File: config.mk
export PLATFORM = sky130hd
export DESIGN_NAME = conv_coeff_store
export DESIGN_NICKNAME = d
export VERILOG_FILES = /design/src/hdl/conv_data_pkg.sv /design/src/hdl/conv_ctrl_pkg.sv /design/src/hdl/conv_coeff_store.sv
export SDC_FILE = /design/constraint.sdc
export NUM_CORES = 1
export LEC_CHECK = 0
export BUFFER_PORTS_ARGS = -buffer_cell sky130_fd_sc_hd__buf_2
export CAP_MARGIN = 30
export CORE_AREA = 10 10 325 327
export CTS_BUF_LIST = sky130_fd_sc_hd__clkbuf_4 sky130_fd_sc_hd__clkbuf_8
export CTS_CLUSTER_SIZE = 14
export DETAILED_ROUTE_END_ITERATION = 6
export DIE_AREA = 0 0 335 337
export GPL_TIMING_DRIVEN = 0
export HOLD_SLACK_MARGIN = 0.06
export PLACE_DENSITY = 0.52
export SYNTH_ARGS = -nofsm -noshare
export SYNTH_HDL_FRONTEND = slang
export SYNTH_SLANG_ARGS = --single-unit
File: constraint.sdc
create_clock -name i_clk -period 10.35 [get_ports i_clk]
set_input_delay 3.105 -clock i_clk [delete_from_list [all_inputs] [get_ports i_clk]]
set_output_delay 3.105 -clock i_clk [all_outputs]
set_load 0.05 [all_outputs]
File: src/hdl/conv_data_pkg.sv
package conv_data_pkg;

    ////////////////////////////////////////////////////////////////////////////
    // Datapath widths
    ////////////////////////////////////////////////////////////////////////////

    // Unsigned input pixel
    typedef logic [7:0] pixel_t;

    // Signed weight or bias word
    typedef logic signed [15:0] coef_t;

    // Weight times zero-extended pixel, 16 + 9 bits
    typedef logic signed [24:0] prod_t;

    // Adder tree sum, room for 25 products plus a bias
    typedef logic signed [31:0] sum_t;

    // Saturated filter result
    typedef logic signed [15:0] out_t;

    // 5x5 pixel window
    // Row 0 is the oldest line, column 0 the leftmost pixel
    typedef struct packed {
        pixel_t [0:4][0:4] tap;
    } window_t;

endpackage

File: src/hdl/conv_ctrl_pkg.sv
package conv_ctrl_pkg;

    ////////////////////////////////////////////////////////////////////////////
    // Kernel geometry
    ////////////////////////////////////////////////////////////////////////////

    localparam int KERNEL_SIZE = 5;
    localparam int KERNEL_TAPS = KERNEL_SIZE * KERNEL_SIZE;
    // Slot index one past the last tap selects the bias
    localparam int BIAS_SLOT   = KERNEL_TAPS;

    // Filter and slot addresses on the coefficient port
    typedef logic [3:0] filt_idx_t;
    typedef logic [4:0] slot_idx_t;

    // One coefficient write
    // Slots 0 to 24 are taps in row-major order, slot 25 is the bias
    typedef struct packed {
        filt_idx_t            filter_idx;
        slot_idx_t            slot_idx;
        conv_data_pkg::coef_t value;
    } coef_wr_t;

    // Frame phase of the window builder
    // PRIME while the first four lines fill, SLIDE once windows form
    typedef enum logic {
        PRIME = 1'b0,
        SLIDE = 1'b1
    } frame_phase_t;

endpackage

File: src/hdl/conv_coeff_store.sv
`timescale 1ns/1ns

module conv_coeff_store
    import conv_data_pkg::*;
    import conv_ctrl_pkg::*;
#(
    parameter int NUM_FILTERS = 2
) (
    input  logic                                    i_clk,
    input  logic                                    i_coef_wr,
    input  coef_wr_t                                i_coef,
    output coef_t [NUM_FILTERS-1:0][KERNEL_TAPS-1:0] o_weights,
    output coef_t [NUM_FILTERS-1:0]                 o_biases
);

    // Register file, one row of taps and one bias per filter
    coef_t [NUM_FILTERS-1:0][KERNEL_TAPS-1:0] weight_q;
    coef_t [NUM_FILTERS-1:0]                  bias_q;

    ////////////////////////////////////////////////////////////////////////////
    // Write decode
    ////////////////////////////////////////////////////////////////////////////

    always_ff @(posedge i_clk) begin
        if (i_coef_wr) begin
            for (int f = 0; f < NUM_FILTERS; f++) begin
                if (i_coef.filter_idx == filt_idx_t'(f)) begin
                    // Slot 25 goes to the bias
                    if (i_coef.slot_idx == slot_idx_t'(BIAS_SLOT)) begin
                        bias_q[f] <= i_coef.value;
                    end
                    // Remaining slots pick one tap
                    for (int t = 0; t < KERNEL_TAPS; t++) begin
                        if (i_coef.slot_idx == slot_idx_t'(t)) begin
                            weight_q[f][t] <= i_coef.value;
                        end
                    end
                end
            end
        end
    end

    assign o_weights = weight_q;
    assign o_biases  = bias_q;

    // Writes must address an existing filter and slot
    a_coef_addr: assert property (@(posedge i_clk)
        i_coef_wr |-> (int'(i_coef.filter_idx) < NUM_FILTERS &&
                       int'(i_coef.slot_idx) <= BIAS_SLOT));

endmodule

## Word-level counts from Yosys, hierarchy flattened

Index checks and enable logic that the tools add are counted.

| operators by class | value |
|---|---|
| equality and inequality tests | 26 |
| reduce and logical (&&, ||, !) cells | 54 |

Operators by type and width:

| operator | count |
|---|---|
| AND reduction 3 bit | 52 |
| equality test 5 bit (second input constant) | 10 |
| equality test 5 x 4 -> 1 bit (second input constant) | 8 |
| equality test 5 x 3 -> 1 bit (second input constant) | 4 |
| equality test 5 x 2 -> 1 bit (second input constant) | 2 |
| equality test 5 x 1 -> 1 bit (second input constant) | 1 |
| zero test 5 bit | 1 |
| equality test 4 x 1 -> 1 bit (second input constant) | 1 |
| zero test 4 bit | 1 |

| storage, ports and cells | value |
|---|---|
| register bits after elaboration | 832 |
| input bits | 27 |
| output and inout bits | 832 |
| logic and storage cells | 132 |

## Depth between registers and ports, before layout

| depth | value |
|---|---|
| depth after elaboration | 2 |
| mapped depth | 4 |
| mapped depth without buffers | 2 |

## Worst setup path before layout

OpenSTA, ideal clock, no wires.

| path | value |
|---|---|
| path kind | in2reg |
| start | in i_coef[22] (netlist name) |
| end | reg weight_q, in the netlist o_weights[48], enable pin |
| setup time | 409 ps |
| data arrival time | 5103 ps |
| required time | 9941 ps |
| path slack | 4838 ps |
| stages | 4 |
| path buffers | 2 |
| path through | or4b_1 > buf_6 > buf_6 > nor3_1 |

| between the ends | value |
|---|---|
| word-level cells in the longest chain between the ends | 2 |

RTL lines:

| item | RTL line | RTL |
|---|---|---|
| start, declared | conv_coeff_store.sv:11 | `input coef_wr_t i_coef,` |
| zero test 4 bit | conv_coeff_store.sv:27 | `if (i_coef.filter_idx == filt_idx_t'(f)) begin` |
| AND reduction 3 bit (no source line) | n/a |  |
| end signal, assigned by index | conv_coeff_store.sv:35 | `weight_q[f][t] <= i_coef.value;` |
| end, declared | conv_coeff_store.sv:17 | `coef_t [NUM_FILTERS-1:0][KERNEL_TAPS-1:0] weight_q;` |

Every way passes these cells.
A chain may end at the register's enable or synchronous reset.

## Worst setup path in the final report

| path | value |
|---|---|
| start | in i_coef[22] (netlist name) |
| end | reg weight_q, in the netlist o_weights[388], enable pin |

The elaborated chain is that of the path after synthesis.

==> key figures <==
Setup path
  – CP Max Fanout: 11
  – CP delay by family, top: simple AND/OR/NAND/NOR gates
  – Crit path cell chain: buf_2, or4b_1, buf_6, buf_6, nor3_2, buf_6
  – Crit path arrival time: 5.25 ns
  – Most common cell on crit path: buf_6
  – Worst Path Buf+Inv: 4
  – Required @ worst endpoint: 10.83 ns
  – Stages on worst setup path: 6
  – Type of element capturing the critical path: flop
  – CP Class: in -> reg
  – Worst stage delay on the critical path: 0.76 ns
  – Startpoint type of the worst setup path: input pin
  – Crit path from: i_coef[22]
  – Worst path slowest cell: nor3_2
  – Worst Setup EP: o_weights[388]

Flow run
  – Max Cap Viol: 0

Synth
  – Post-synth top cells: edfxtp_1, nor3_1, clkbuf_1
  – Post-synthesis cell type count: 11
  – Area leader, netlist: edfxtp_1
  – Ys async rst share: 0
  – Main area contributors after synthesis: edfxtp_1, nor3_1, buf_6, nor3_2, or3b_2
  – EDFF count, synth: 832
  – Top-area cell type share of the netlist area: 0.980
  – Syn nets: 942
  – Cell Area, Synth: 25500 µm²
  – Sequential area share after synthesis: 0.980
  – Synth Register Bits: 832
  – Syn_area_per_cell: 27.9 µm²
  – Synthesis Warnings: 0
  – Post-synth top flop: edfxtp_1
  – Most common cell in the synthesized netlist: edfxtp_1
  – Synthesized instance count: 915

STA
  – Final setup violation count: 0
  – Hold Fails Final Rpt: 0
  – Setup TNS: 0 ns
  – Achievable frequency: 210 MHz
  – Final period util: 0.461
  – RSZ-0062 raised after global routing: no
  – Worst slew margin: 0.372
  – Minimum clock period: 4.77 ns
  – Max Transition Viols Final: 0
  – Worst Tran Pin Value: 0.939 ns

Finish
  – Final Non-Filler Cells: 3374
  – Area grow syn2layout: 38.0%
  – # fillers: 9385
  – Finished Cell Area: 35200 µm²
  – Nets: 2005
  – Share of cells above drive strength 1: 0.581

Floorplan
  – Die footprint: 113000 µm²
  – DIE WIDTH: 335 µm
  – Top Ports: 859
  – Die Ht: 337 µm
  – Area of the core: 99300 µm²
  – Rows: 116
  – Starting density of the core: 0.257

Placement
  – GPL Wtd Cong: 0.737
  – Dpl cells: 3140
  – Post-place instance area: 32600 µm²
  – Port buffer count: 858
  – Post-DP HPWL: 63500 µm

GRT
  – Largest net degree at the start of global routing: 53
  – Gr usage total: 0.152
  – Vias in the first global route: 15028
  – First-pass GRT wire length: 120000 µm
  – Antenna violations before repair: 5
  – Grt ovf: 0

Clock network
  – Max H-tree Level: 4
  – Longest Clk Path Bufs: 3
  – Total CTS buffers: 134
  – Post-CTS Setup Bufs: 0
  – CTS tree: built
  – # hold bufs at CTS: 0
  – Root Buffer: clkbuf_8
  – Clk slew on worst S/H paths: 0.06 ns
  – # resized after CTS: 0
  – Clk sink count: 832

Power and ir drop
  – Power Dens Cells: 187 nW/µm²
  – Max VDD drop: 133 µV
  – Post-layout total power: 6570 µW
  – Leakage: 0.0128 µW

Routing
  – Via count: 14123
  – DRT antenna net count: 0
  – Starting DRC count in detailed routing: 1046
  – Post-Route WL: 90300 µm
  – Pre-antenna DRT Iters: 5
  – DR vias/cell: 4.19
  – Wire per inst: 26.8 µm
  – # DRC: 0

Run status
  – Status: completed

Hold path
  – HP Class: in -> reg
[cell families (layout without fill, tap and decap cells)]
logic type / Yosys count / after routing / synth area share
buffers and inverters: 14 / 1173 / 0.00388
other: 0 / 2 / 0
AND/OR/NAND/NOR: 69 / 69 / 0.0165
flip-flops: 832 / 832 / 0.980
[worst min-delay path by stage]
stage / startpoint / to / cells past startpoint
after global routing: i_coef[9] / o_weights[793] / 1
final: i_coef[9] / o_weights[793] / 1
after global placement: o_weights[526] / o_weights[526] / 1
after floorplan: i_coef[0] / o_biases[0] / 0
after CTS: i_coef[9] / o_weights[793] / 1
after detailed placement: i_coef[9] / o_weights[89] / 1
[placed cells by master, fill, tap and decap left out, types with 6 or more instances in the layout]
master      netlist  final
buf_12            0      8
buf_2             1    846
buf_4             0     18
buf_6             6     49
buf_8             0      9
clkbuf_1          7      7
clkbuf_4          0     48
clkbuf_8          0    135
clkinv_1          0     18
clkinv_2          0     13
clkinvlp_4        0      7
edfxtp_1        832    832
nand3b_1          6      6
nor3_2            6     50
or3b_2            6      6
[where the power goes]
group | internal [µW] | leakage, µW | switching, µW | total [µW]
Combinational | 21.5 | 0.00399 | 122 | 144
Clock | 1450 | 0.00135 | 1260 | 2710
Sequential | 3710 | 0.00748 | 0.923 | 3710
Total | 5180 | 0.0128 | 1390 | 6570
[per-layer routing]
layer	wire length (µm)	vias to the layer above	GRT usage
li1	-	5888	-
met1	32800	7259	0.165
met2	46100	801	0.262
met3	8580	169	0.0612
met4	2820	6	0.0635
met5	41	-	0
[state kept, by name, summed over array words and instances (netlist names)]
register / cells
o_weights: 800
o_biases: 32
[area by class of cell]
type	instances	area (µm²)	share of cell area
Multi-Input combinational cell	69	663	0.0188
Sequential cell	832	25000	0.710
Antenna cell	2	5.00	0.000142
Clock buffer	183	2220	0.0630
Tap cell	1298	1620	0.0461
Clock inverter	49	349	0.00992
Buffer	14	98.8	0.00281
Timing Repair Buffer	927	5250	0.149
[per-stage QoR]
stage / hold slack, ns / worst slack (ns) / util
6_report: 2.78 / 5.58 / 0.355
3_5_place_dp: 3.58 / 4.72 / 0.329
3_3_place_gp: 3.65 / 2.88 / 0.317
5_1_grt: 2.72 / 5.52 / 0.355
4_1_cts: 2.69 / 5.61 / 0.354
2_1_floorplan: 3.20 / 4.84 / -
Note: power is estimated with default switching activity, not from simulation.
