<file path="config.mk">
export PLATFORM = sky130hd
export DESIGN_NAME = conv_window
export DESIGN_NICKNAME = d
export VERILOG_FILES = /design/src/hdl/conv_data_pkg.sv /design/src/hdl/conv_ctrl_pkg.sv /design/src/hdl/conv_window.sv
export SDC_FILE = /design/constraint.sdc
export NUM_CORES = 1
export LEC_CHECK = 0
export BUFFER_PORTS_ARGS = -buffer_cell sky130_fd_sc_hd__buf_2
export CAP_MARGIN = 20
export CORE_ASPECT_RATIO = 0.8
export CORE_UTILIZATION = 60
export CTS_BUF_LIST = sky130_fd_sc_hd__clkbuf_4 sky130_fd_sc_hd__clkbuf_8
export DETAILED_ROUTE_END_ITERATION = 6
export GPL_ROUTABILITY_DRIVEN = 1
export GPL_TIMING_DRIVEN = 0
export MAX_ROUTING_LAYER = met4
export PLACE_DENSITY = 0.81
export SYNTH_ARGS = -nofsm -noshare
export SYNTH_HDL_FRONTEND = slang
export SYNTH_SLANG_ARGS = --single-unit
</file>
<file path="constraint.sdc">
create_clock -name i_clk -period 5 [get_ports i_clk]
set_input_delay 1 -clock i_clk [delete_from_list [all_inputs] [get_ports i_clk]]
set_output_delay 1 -clock i_clk [all_outputs]
set_load 0.1 [all_outputs]
</file>
<file path="src/hdl/conv_data_pkg.sv">
package conv_data_pkg;

    ////////////////////////////////////////////////////////////////////////////
    // Datapath widths
    ////////////////////////////////////////////////////////////////////////////

    // Unsigned input pixel
    typedef logic [7:0] pixel_t;

    // Signed weight or bias word
    typedef logic signed [15:0] coef_t;

    // Weight times zero-extended pixel, 16 + 9 bits
    typedef logic signed [24:0] prod_t;

    // Adder tree sum, room for 25 products plus a bias
    typedef logic signed [31:0] sum_t;

    // Saturated filter result
    typedef logic signed [15:0] out_t;

    // 5x5 pixel window
    // Row 0 is the oldest line, column 0 the leftmost pixel
    typedef struct packed {
        pixel_t [0:4][0:4] tap;
    } window_t;

endpackage

</file>
<file path="src/hdl/conv_ctrl_pkg.sv">
package conv_ctrl_pkg;

    ////////////////////////////////////////////////////////////////////////////
    // Kernel geometry
    ////////////////////////////////////////////////////////////////////////////

    localparam int KERNEL_SIZE = 5;
    localparam int KERNEL_TAPS = KERNEL_SIZE * KERNEL_SIZE;
    // Slot index one past the last tap selects the bias
    localparam int BIAS_SLOT   = KERNEL_TAPS;

    // Filter and slot addresses on the coefficient port
    typedef logic [3:0] filt_idx_t;
    typedef logic [4:0] slot_idx_t;

    // One coefficient write
    // Slots 0 to 24 are taps in row-major order, slot 25 is the bias
    typedef struct packed {
        filt_idx_t            filter_idx;
        slot_idx_t            slot_idx;
        conv_data_pkg::coef_t value;
    } coef_wr_t;

    // Frame phase of the window builder
    // PRIME while the first four lines fill, SLIDE once windows form
    typedef enum logic {
        PRIME = 1'b0,
        SLIDE = 1'b1
    } frame_phase_t;

endpackage

</file>
<file path="src/hdl/conv_window.sv">
`timescale 1ns/1ns

module conv_window
    import conv_data_pkg::*;
    import conv_ctrl_pkg::*;
#(
    parameter int IMG_W = 12,
    parameter int IMG_H = 10
) (
    input  logic    i_clk,
    input  logic    i_rst,
    input  logic    i_pix_valid,
    input  pixel_t  i_pix,
    output window_t o_win,
    output logic    o_win_valid
);

    localparam int COL_W = $clog2(IMG_W);
    localparam int ROW_W = $clog2(IMG_H);
    // One stored line per window row except the newest
    localparam int LINES = KERNEL_SIZE - 1;

    // Line buffers, line 0 holds the oldest row
    pixel_t           line_mem [LINES][IMG_W];
    // Column entering the window: stored lines plus the new pixel
    pixel_t           new_col  [KERNEL_SIZE];

    logic [COL_W-1:0] col_q;
    logic [ROW_W-1:0] row_q;
    logic             last_col;
    logic             last_row;
    frame_phase_t     phase_q;
    frame_phase_t     phase_d;

    window_t          win_q;
    logic             win_valid_q;

    ////////////////////////////////////////////////////////////////////////////
    // Frame position
    ////////////////////////////////////////////////////////////////////////////

    assign last_col = (col_q == COL_W'(IMG_W - 1));
    assign last_row = (row_q == ROW_W'(IMG_H - 1));

    always_ff @(posedge i_clk) begin
        if (i_rst) begin
            col_q   <= '0;
            row_q   <= '0;
            phase_q <= PRIME;
        end else if (i_pix_valid) begin
            phase_q <= phase_d;
            if (last_col) begin
                col_q <= '0;
                // Wrap at frame end, next pixel starts a new frame
                row_q <= last_row ? '0 : row_q + 1'b1;
            end else begin
                col_q <= col_q + 1'b1;
            end
        end
    end

    // Phase FSM, only advances on the last pixel of a row
    always_comb begin
        phase_d = phase_q;
        case (phase_q)
            PRIME: begin
                // Row 3 done, four lines now buffered
                if (last_col && row_q == ROW_W'(KERNEL_SIZE - 2)) begin
                    phase_d = SLIDE;
                end
            end
            SLIDE: begin
                if (last_col && last_row) begin
                    phase_d = PRIME;
                end
            end
            default: phase_d = PRIME;
        endcase
    end

    ////////////////////////////////////////////////////////////////////////////
    // Line buffers and window
    ////////////////////////////////////////////////////////////////////////////

    always_comb begin
        for (int r = 0; r < LINES; r++) begin
            new_col[r] = line_mem[r][col_q];
        end
        new_col[LINES] = i_pix;
    end

    always_ff @(posedge i_clk) begin
        if (i_pix_valid) begin
            // Column moves up one line on write-back, oldest pixel drops out
            for (int r = 0; r < LINES; r++) begin
                line_mem[r][col_q] <= new_col[r + 1];
            end
            // Shift left, new column enters at the right
            for (int r = 0; r < KERNEL_SIZE; r++) begin
                for (int c = 0; c < KERNEL_SIZE - 1; c++) begin
                    win_q.tap[r][c] <= win_q.tap[r][c + 1];
                end
                win_q.tap[r][KERNEL_SIZE - 1] <= new_col[r];
            end
        end
    end

    // Window complete once five columns of a SLIDE row are in
    always_ff @(posedge i_clk) begin
        if (i_rst) begin
            win_valid_q <= 1'b0;
        end else begin
            win_valid_q <= i_pix_valid && (phase_q == SLIDE) &&
                           (col_q >= COL_W'(KERNEL_SIZE - 1));
        end
    end

    assign o_win       = win_q;
    assign o_win_valid = win_valid_q;

    // Column counter wraps before it reaches the line length
    a_col_range: assert property (@(posedge i_clk) disable iff (i_rst)
        int'(col_q) < IMG_W);

endmodule

</file>
After elaboration in Yosys (flattened, before gate mapping)
Memory sizes are Yosys's and may differ from the RTL's.
Cells that the tools add are included.
- register bits: 210
- bits in writable memories: 384
- bits of input ports: 11
- output and inout bits: 201
- logic and storage cells: 67
- memories: 1
- memory list (memory ; words ; width ; read ports ; clocked after memory_dff ; write ports ; RTL line ; text):
    line_mem ; 4 ; 96 ; 4 ; 0 ; 4 ; conv_window.sv:24 ; pixel_t line_mem [LINES][IMG_W];
- add/subtract/negate cells: 2
- $lt $le $gt $ge: 3
- equality and inequality tests: 3
- muxes and demuxes: 21
- bitwise gates (word level): 2
- reductions and logical operators: 6
- operator list (kind ; count):
    binary-select mux 8 bit (select 4 bit) ; 4
    2-to-1 mux 96 bit ; 1
    2-to-1 mux 8 bit ; 9
    demux 8 bit (select 4 bit) ; 1
    adder 4 x 1 -> 4 bit, second input constant ; 2
    equality test 4 bit, second input constant ; 2
    2-to-1 mux 4 bit ; 2
    >= comparator 5 bit, second input constant ; 1
    logical AND 1 bit ; 5
    less-than comparator 5 x 1 -> 1 bit, second input constant ; 1
    NOT 4 -> 5 bit ; 1
    equality test 4 x 2 -> 1 bit, second input constant ; 1
    >= comparator 4 x 3 -> 1 bit, second input constant ; 1
    2-to-1 mux 1 bit ; 3
    one-hot mux 1 bit (2 select lines) ; 1
    AND reduction 2 bit ; 1
    NOT 1 bit ; 1

Depth between registers and ports, before layout
Gate-level depths: netlist (run 1).
- depth after elaboration: 6
- gate-level depth with buffers: 7
- gate-level depth less buffers: 5

Worst setup path after synthesis (run 1)
No wires, ideal clock.
- path type: input to register
- start: in i_pix_valid
- end: mem line_mem[0][64] (netlist bit), enable pin
- setup time: 0.392 ns
- arrival time: 2.401 ns
- required time: 4.608 ns
- slack: 2.207 ns
- stages on the path: 4
- path buffers: 1
- cells stage by stage: buf_2 nor2b_1 nor2b_1 and2_1
- RTL lines (item ; RTL line ; text):
    start, declared ; conv_window.sv:12 ; input logic i_pix_valid,
    end, declared ; conv_window.sv:24 ;

==> results_dict.tcl, run 1 <==
set metrics [dict create \
    status "finished clean" \
    power.density_nw_per_um2 455 \
    syn_nets 898 \
    holdWs_ns 0.428 \
    core_um2 34000 \
    cp.arrival_ns 3.28 \
    cts_buffers 87 \
    cts.sinks 594 \
    maxSlewViolCount 0 \
    r2r_slack_ns 2.23 \
    fin_util_pct 72.2 \
    worstHoldEndpoint "o_win[53]$_DFFE_PP_" \
    busiest_layer "met2" \
    r2r_end "line_mem[0][41]$_DFFE_PP_" \
    grt_usage_pct 23.4 \
    synth_cells 882 \
    ctsHtreeMaxLevel 3 \
    tns_ns 0 \
    crit_type "in -> reg" \
    timing.rr.start "col_q[1]$_SDFFE_PP0P_" \
    vias 9967 \
    reg2reg_depth 5 \
    fp-row-count 60 \
    synth_cell_types 31 \
    hold_class "reg -> reg" \
    ys_warn_count 0 \
    path_clk_slew_ns 0.06 \
    yosysSeqAreaShare_pct 84.6 \
    nNetsFinal 1210 \
    synth_top_area_share_pct 83.6 \
    yosys_register_bits 594 \
    synth_top_area_cell "edfxtp_1" \
    critPathSlowestCell "and2_2" \
    multi_input_area_um2 3040 \
    synth_flop_cell "edfxtp_1" \
    p_leak_uw 0.00843 \
    regArea_um2 17700 \
    worstSetupStartpointType "input pin" \
    synth_edf_count 584 \
    drtIter0Drc 1050 \
    synthTopCellsByArea "edfxtp_1 84%, mux4_2 10%, nand2_1 1.3%" \
    cts_hold_repair.buffers 0 \
    hold_path_depth 0 \
    dr.pass1.iters 5 \
    tritoncts "built" \
    end_kind "flop" \
    setup_violations 0 \
    wl_per_cell_um 23.1 \
    synthTopCellsByCount "584 x edfxtp_1, 96 x mux4_2, 70 x nand2_1" \
    ctsRootBufferMaster "clkbuf_8" \
    fillers 1959 \
    ctsLongestPathBuffers 3 \
    fin_crit_ns 2.95 \
    dieArea_um2 35700 \
    grt_max_degree 124 \
    start_util_pct 61.7 \
    use_met1_pct 31.6 \
    synth.cell_area_um2 21000 \
    wirelength_um 39700 \
    overflow 0 \
    vias_per_cell 5.78 \
    slew_headroom_pct 38.9 \
    die_height_um 169 \
    max-cap-violations 0 \
    ir_drop_uv 284 \
    drc 0 \
    die-width_um 211 \
    critPathMostFrequentCell "nor2b_1" \
    startpoint "i_pix_valid" \
    route.antenna.remaining_nets 0 \
    skew_ns 0.0450 \
    met2_usage_pct 35.5 \
    post_cts.repair.setup_buffers 0 \
    grt_pass1_vias 9882 \
    yosysMostFrequentCell "edfxtp_1" \
    critPathTopFamily "simple AND/OR/NAND/NOR gates" \
    syn_to_final_growth_pct 17.0 \
    rsz0062_at_grt "false" \
    worstPathMaxFanout 79 \
    gp_congestion 0.749 \
    grt_util_met3_pct 5.81 \
    ctsResizeCount 0 \
    num_antenna_cells 0 \
    grt_pass1_wl_um 58700 \
    hp-start "o_win[45]$_DFFE_PP_" \
    worst_pin_slew_ns 0.917 \
    antenna_found_initial 0 \
    pin_count 212 \
    max_stage_delay_ns 0.49 \
    hpwl_um 23900 \
    drive_gt1_share_pct 38.3 \
    cp.required_ns 5.33 \
    port-buffer-count 210 \
    max_clock_freq_ghz 0.338 \
    fin_crit_sh_pct 59.1 \
    async_flop_share_pct 0 \
    critPathBufInv 3 \
    syn_area_per_cell_um2 23.8 \
    crit_chain "buf_8 > buf_2 > nor2b_1 > nor2b_1 > and2_2 > buf_12" \
    insertion_delay_ns 0.66 \
    hold_viol 0 \
]
==> cells in the final DEF (no fill, tap or decap), drive strengths merged, types with 2 or more instances in the layout <==
master / Yosys / layout
and3: 4 / 4
edfxtp: 584 / 584
and2: 7 / 7
nand2: 70 / 70
mux4: 96 / 96
clkinvlp: 0 / 2
a22oi: 32 / 32
nor2: 3 / 3
nor3: 4 / 4
mux2i: 2 / 2
clkbuf: 16 / 138
o21ai: 2 / 2
a21oi: 3 / 3
nor2b: 8 / 8
ha: 5 / 5
clkinv: 0 / 27
nand4: 2 / 2
inv: 4 / 6
buf: 20 / 243
dfxtp: 10 / 10
==> layout make-up <==
class / instances / area share, %
sequential: 594 / 72.3
multi-input combinational: 248 / 12.4
clock buffer: 122 / 6.05
timing repair buffer: 223 / 5.44
tap: 465 / 2.37
buffer: 36 / 0.831
clock inverter: 31 / 0.627
inverter: 4 / 0.0612
==> metal layers <==
metal | up-vias | wire length [µm]
li1 | 4289 | -
met1 | 5112 | 16100
met2 | 485 | 19400
met3 | 81 | 3450
met5 | - | 0
met4 | 0 | 803
==> worst max path at each step <==
stage | slack (ns) | end | cells past startpoint
after global placement | -2.09 | line_mem[3][88]$_DFFE_PP_ | 5
after detailed placement | 1.46 | line_mem[3][72]$_DFFE_PP_ | 6
after global routing | 1.97 | line_mem[3][75]$_DFFE_PP_ | 6
final | 2.05 | line_mem[3][75]$_DFFE_PP_ | 6
after floorplan | 2.21 | line_mem[0][64]$_DFFE_PP_ | 4
after CTS | 2.13 | line_mem[1][75]$_DFFE_PP_ | 6
==> registers in the layout (all words and copies together), names as in the netlist <==
name	count
o_win	200
o_win_valid	1
line_mem	384
col_q	4
phase_q	1
row_q	4
==> worst register-to-register path: cells and delay by family (launching register included) <==
kind / cells / cell delay (ns)
flip-flops: 1 / 0.42
multiplexers: 1 / 0.44
buffers and inverters: 2 / 0.87
AO/OA/AOI/OAI: 1 / 0.21
AND/OR/NAND/NOR: 1 / 0.39
==> power breakdown <==
part           switching [µW]  internal (µW)  leakage (µW)  total [µW]
combinational            1350            286       0.00205        1630
clock                    1730           1920      0.000865        3640
sequential               72.8           5820       0.00551        5890
total                    3150           8020       0.00843       11200
==> stage by stage <==
stage | worst slack, ns | instances | total power (µW) | area [µm²]
floorplan | 2.21 | 882 | 7280 | 21000
global placement | -2.09 | 1557 | 7590 | 22600
finish | 2.05 | 1723 | 11200 | 24500
detailed placement | 1.46 | 1570 | 7640 | 22900
global route | 1.97 | 1723 | 11500 | 24500
CTS | 2.13 | 1723 | 11300 | 24500
==> cell families after synthesis <==
logic type	count (synthesis)	synth area share, %
and+or+nand+nor	102	2.21
DFF	594	84.6
AOI/OAI and AO/OA	41	1.41
buffers and inverters	40	1.04
muxes	98	10.4
adders and majority gates	5	0.298
xor gates and xnor gates	2	0.0835
Note: power is estimated with default switching activity, not from simulation.
==> run 2, diff against run 1 <==
- ABC_AREA: not set -> 1
- PLACE_DENSITY: 0.81 -> 0.8
- clock period: 5 -> 2.9 ns (I/O delays scaled with it)
==> results_dict.tcl, run 2 <==
set metrics [dict create \
    fillers 2527 \
    hold_class "in -> reg" \
    hp-start "i_rst" \
    start_util_pct 61.0 \
    ctsHtreeMaxLevel 3 \
    synth_cell_types 22 \
    dieArea_um2 39700 \
    fp-row-count 64 \
    maxSlewViolCount 0 \
    synth_flop_cell "edfxtp_1" \
    hold_viol 0 \
    pre_cts_slack_ns 0.0396 \
    synthTopCellsByCount "593 x nand2_1, 584 x edfxtp_1, 394 x inv_1" \
    vias_per_cell 5.33 \
    syn_area_per_cell_um2 12.1 \
    dr.pass1.iters 6 \
    regArea_um2 17700 \
    cp.arrival_ns 2.92 \
    end_kind "flop" \
    path_clk_slew_ns 0.07 \
    largest_reg_flops 384 \
    p_clk_share_pct 32.9 \
    rsz0062_at_grt "false" \
    overflow 0 \
    ys_warn_count 0 \
    synth_mux_area_share_pct 0 \
    yosysMostFrequentCell "nand2_1" \
    wirelength_um 51700 \
    drtIter0Drc 1722 \
    p_seq_share_pct 51.4 \
    cp.required_ns 3.24 \
    hpwl_um 33800 \
    synth_cells 1929 \
    post_cts.repair.setup_buffers 0 \
    synthAdderAreaFrac_pct 0.268 \
    route.antenna.remaining_nets 0 \
    ir_drop_uv 487 \
    gp_congestion 0.878 \
    max-cap-violations 0 \
    worst_pin_slew_ns 0.826 \
    vias 15000 \
    skew_ns 0.0346 \
    wl_per_cell_um 18.4 \
    synthTopCellsByArea "edfxtp_1 75%, nand2_1 9.5%, inv_1 6.3%" \
    ctsRootBufferMaster "clkbuf_8" \
    grt_max_degree 128 \
    share_comb_of_total_power_pct 15.7 \
    worst_slack_ns 0.316 \
    worstPathMaxFanout 20 \
    p_int_uw 13900 \
    p_leak_uw 0.0118 \
    grt_usage_pct 27.2 \
    cts_buffers 89 \
    async_flop_share_pct 0 \
    p_sw_uw 5850 \
    multi_input_area_um2 3700 \
    yosysSeqAreaShare_pct 75.9 \
    synth-simple-area-share_pct 14.9 \
    yosys_register_bits 594 \
    power_uw 19700 \
    cts.sinks 594 \
    final_common_cell "nand2_1" \
    die-width_um 223 \
    max_clock_freq_ghz 0.387 \
    ctsLongestPathBuffers 3 \
    syn_nets 1945 \
    antenna_found_initial 0 \
    ctsResizeCount 0 \
    core_um2 38300 \
    synthXorXnorAreaFrac_pct 0.0375 \
    layout_common_cells "593 x nand2_1, 584 x edfxtp_1, 394 x inv_1, 251 x buf_2, 229 x nand3_1" \
    port-buffer-count 211 \
    regMostFlops "line_mem" \
    synth_compound_area_share_pct 0.257 \
    nNetsFinal 2260 \
    synth_top_area_cell "edfxtp_1" \
    power.density_nw_per_um2 727 \
    startpoint "col_q[2]$_SDFFE_PP0P_" \
    synth_top_area_share_pct 75.1 \
    insertion_delay_ns 0.67 \
    slew_headroom_pct 44.8 \
    fin_crit_sh_pct 89.1 \
    grt_pass1_vias 14700 \
    pin_count 212 \
    die_height_um 178 \
    crit_type "reg -> reg" \
    tritoncts "built" \
    synth.cell_area_um2 23400 \
    fin_crit_ns 2.58 \
    setup_violations 0 \
    drc 0 \
    timing.rr.start "col_q[2]$_SDFFE_PP0P_" \
    syn_to_final_growth_pct 16.0 \
    switching_share_pct 29.7 \
    synth_edf_count 584 \
    num_antenna_cells 0 \
    synth_top_family_by_area "simple AND/OR/NAND/NOR gates" \
    cts_hold_repair.buffers 0 \
    drive_gt1_share_pct 19.2 \
    grt_pass1_wl_um 78900 \
    worstSetupStartpointType "flop" \
    status "finished clean" \
]
==> run 2: cell type report <==
type,instances,share of cell area [%]
sequential,594,65.4
clock inverter,34,0.711
timing repair buffer,224,5.09
buffer,74,1.89
multi-input combinational,864,13.6
clock buffer,122,5.43
tap,495,2.29
inverter,397,5.51
==> run 2: stage by stage <==
step,setup TNS [ns],cell area (µm²),hold WS [ns],cells,utilization (%)
detailed placement,0,25400,0.428,2648,66.5
global placement,-1890.71,25000,0.421,2635,65.4
global route,0,27100,0.139,2804,70.8
CTS,0,27100,0.122,2804,70.8
floorplan,0,23400,0.443,1929,-
finish,0,27100,0.150,2804,70.8
==> run 2: final timing paths <==
check	cells past startpoint	slack [ns]	end
worst max register to register	5	0.32	line_mem[3][42]$_DFFE_PP_
worst min register to register	0	0.42	o_win[185]$_DFFE_PP_
worst max-delay path	5	0.32	line_mem[3][42]$_DFFE_PP_
worst min-delay path	2	0.15	row_q[2]$_SDFFE_PP0P_
==> run 2: power by group through the flow <==
stage | clock network (µW) | logic, µW | registers [µW]
floorplan | 0 | 751 | 11900
global placement | 0 | 2960 | 10300
detailed placement | 0 | 3060 | 10300
CTS | 6560 | 3070 | 10100
global route | 6910 | 3220 | 10200
finish | 6480 | 3080 | 10100
==> run 2: critical path: stages (launching register included) <==
cell and delay, ns:
dfxtp_1 0.35, inv_1 0.09, nor2_1 0.61, inv_1 0.37, nor2_4 0.55, buf_12 0.26
==> run 2: cells by family after synthesis <==
kind of cell	Yosys count
fa+ha+maj	5
xor+xnor	1
simple gates	846
compound gates	12
buf+inv	471
flops	594
==> run 2: routing by layer <==
metal | vias up | GRT usage (%) | share of wire, %
li1 | 6875 | - | -
met1 | 7144 | 36.6 | 41
met2 | 840 | 41.7 | 47
met3 | 99 | 5.06 | 10
met4 | 0 | 10.5 | 2.5
met5 | - | - | 0
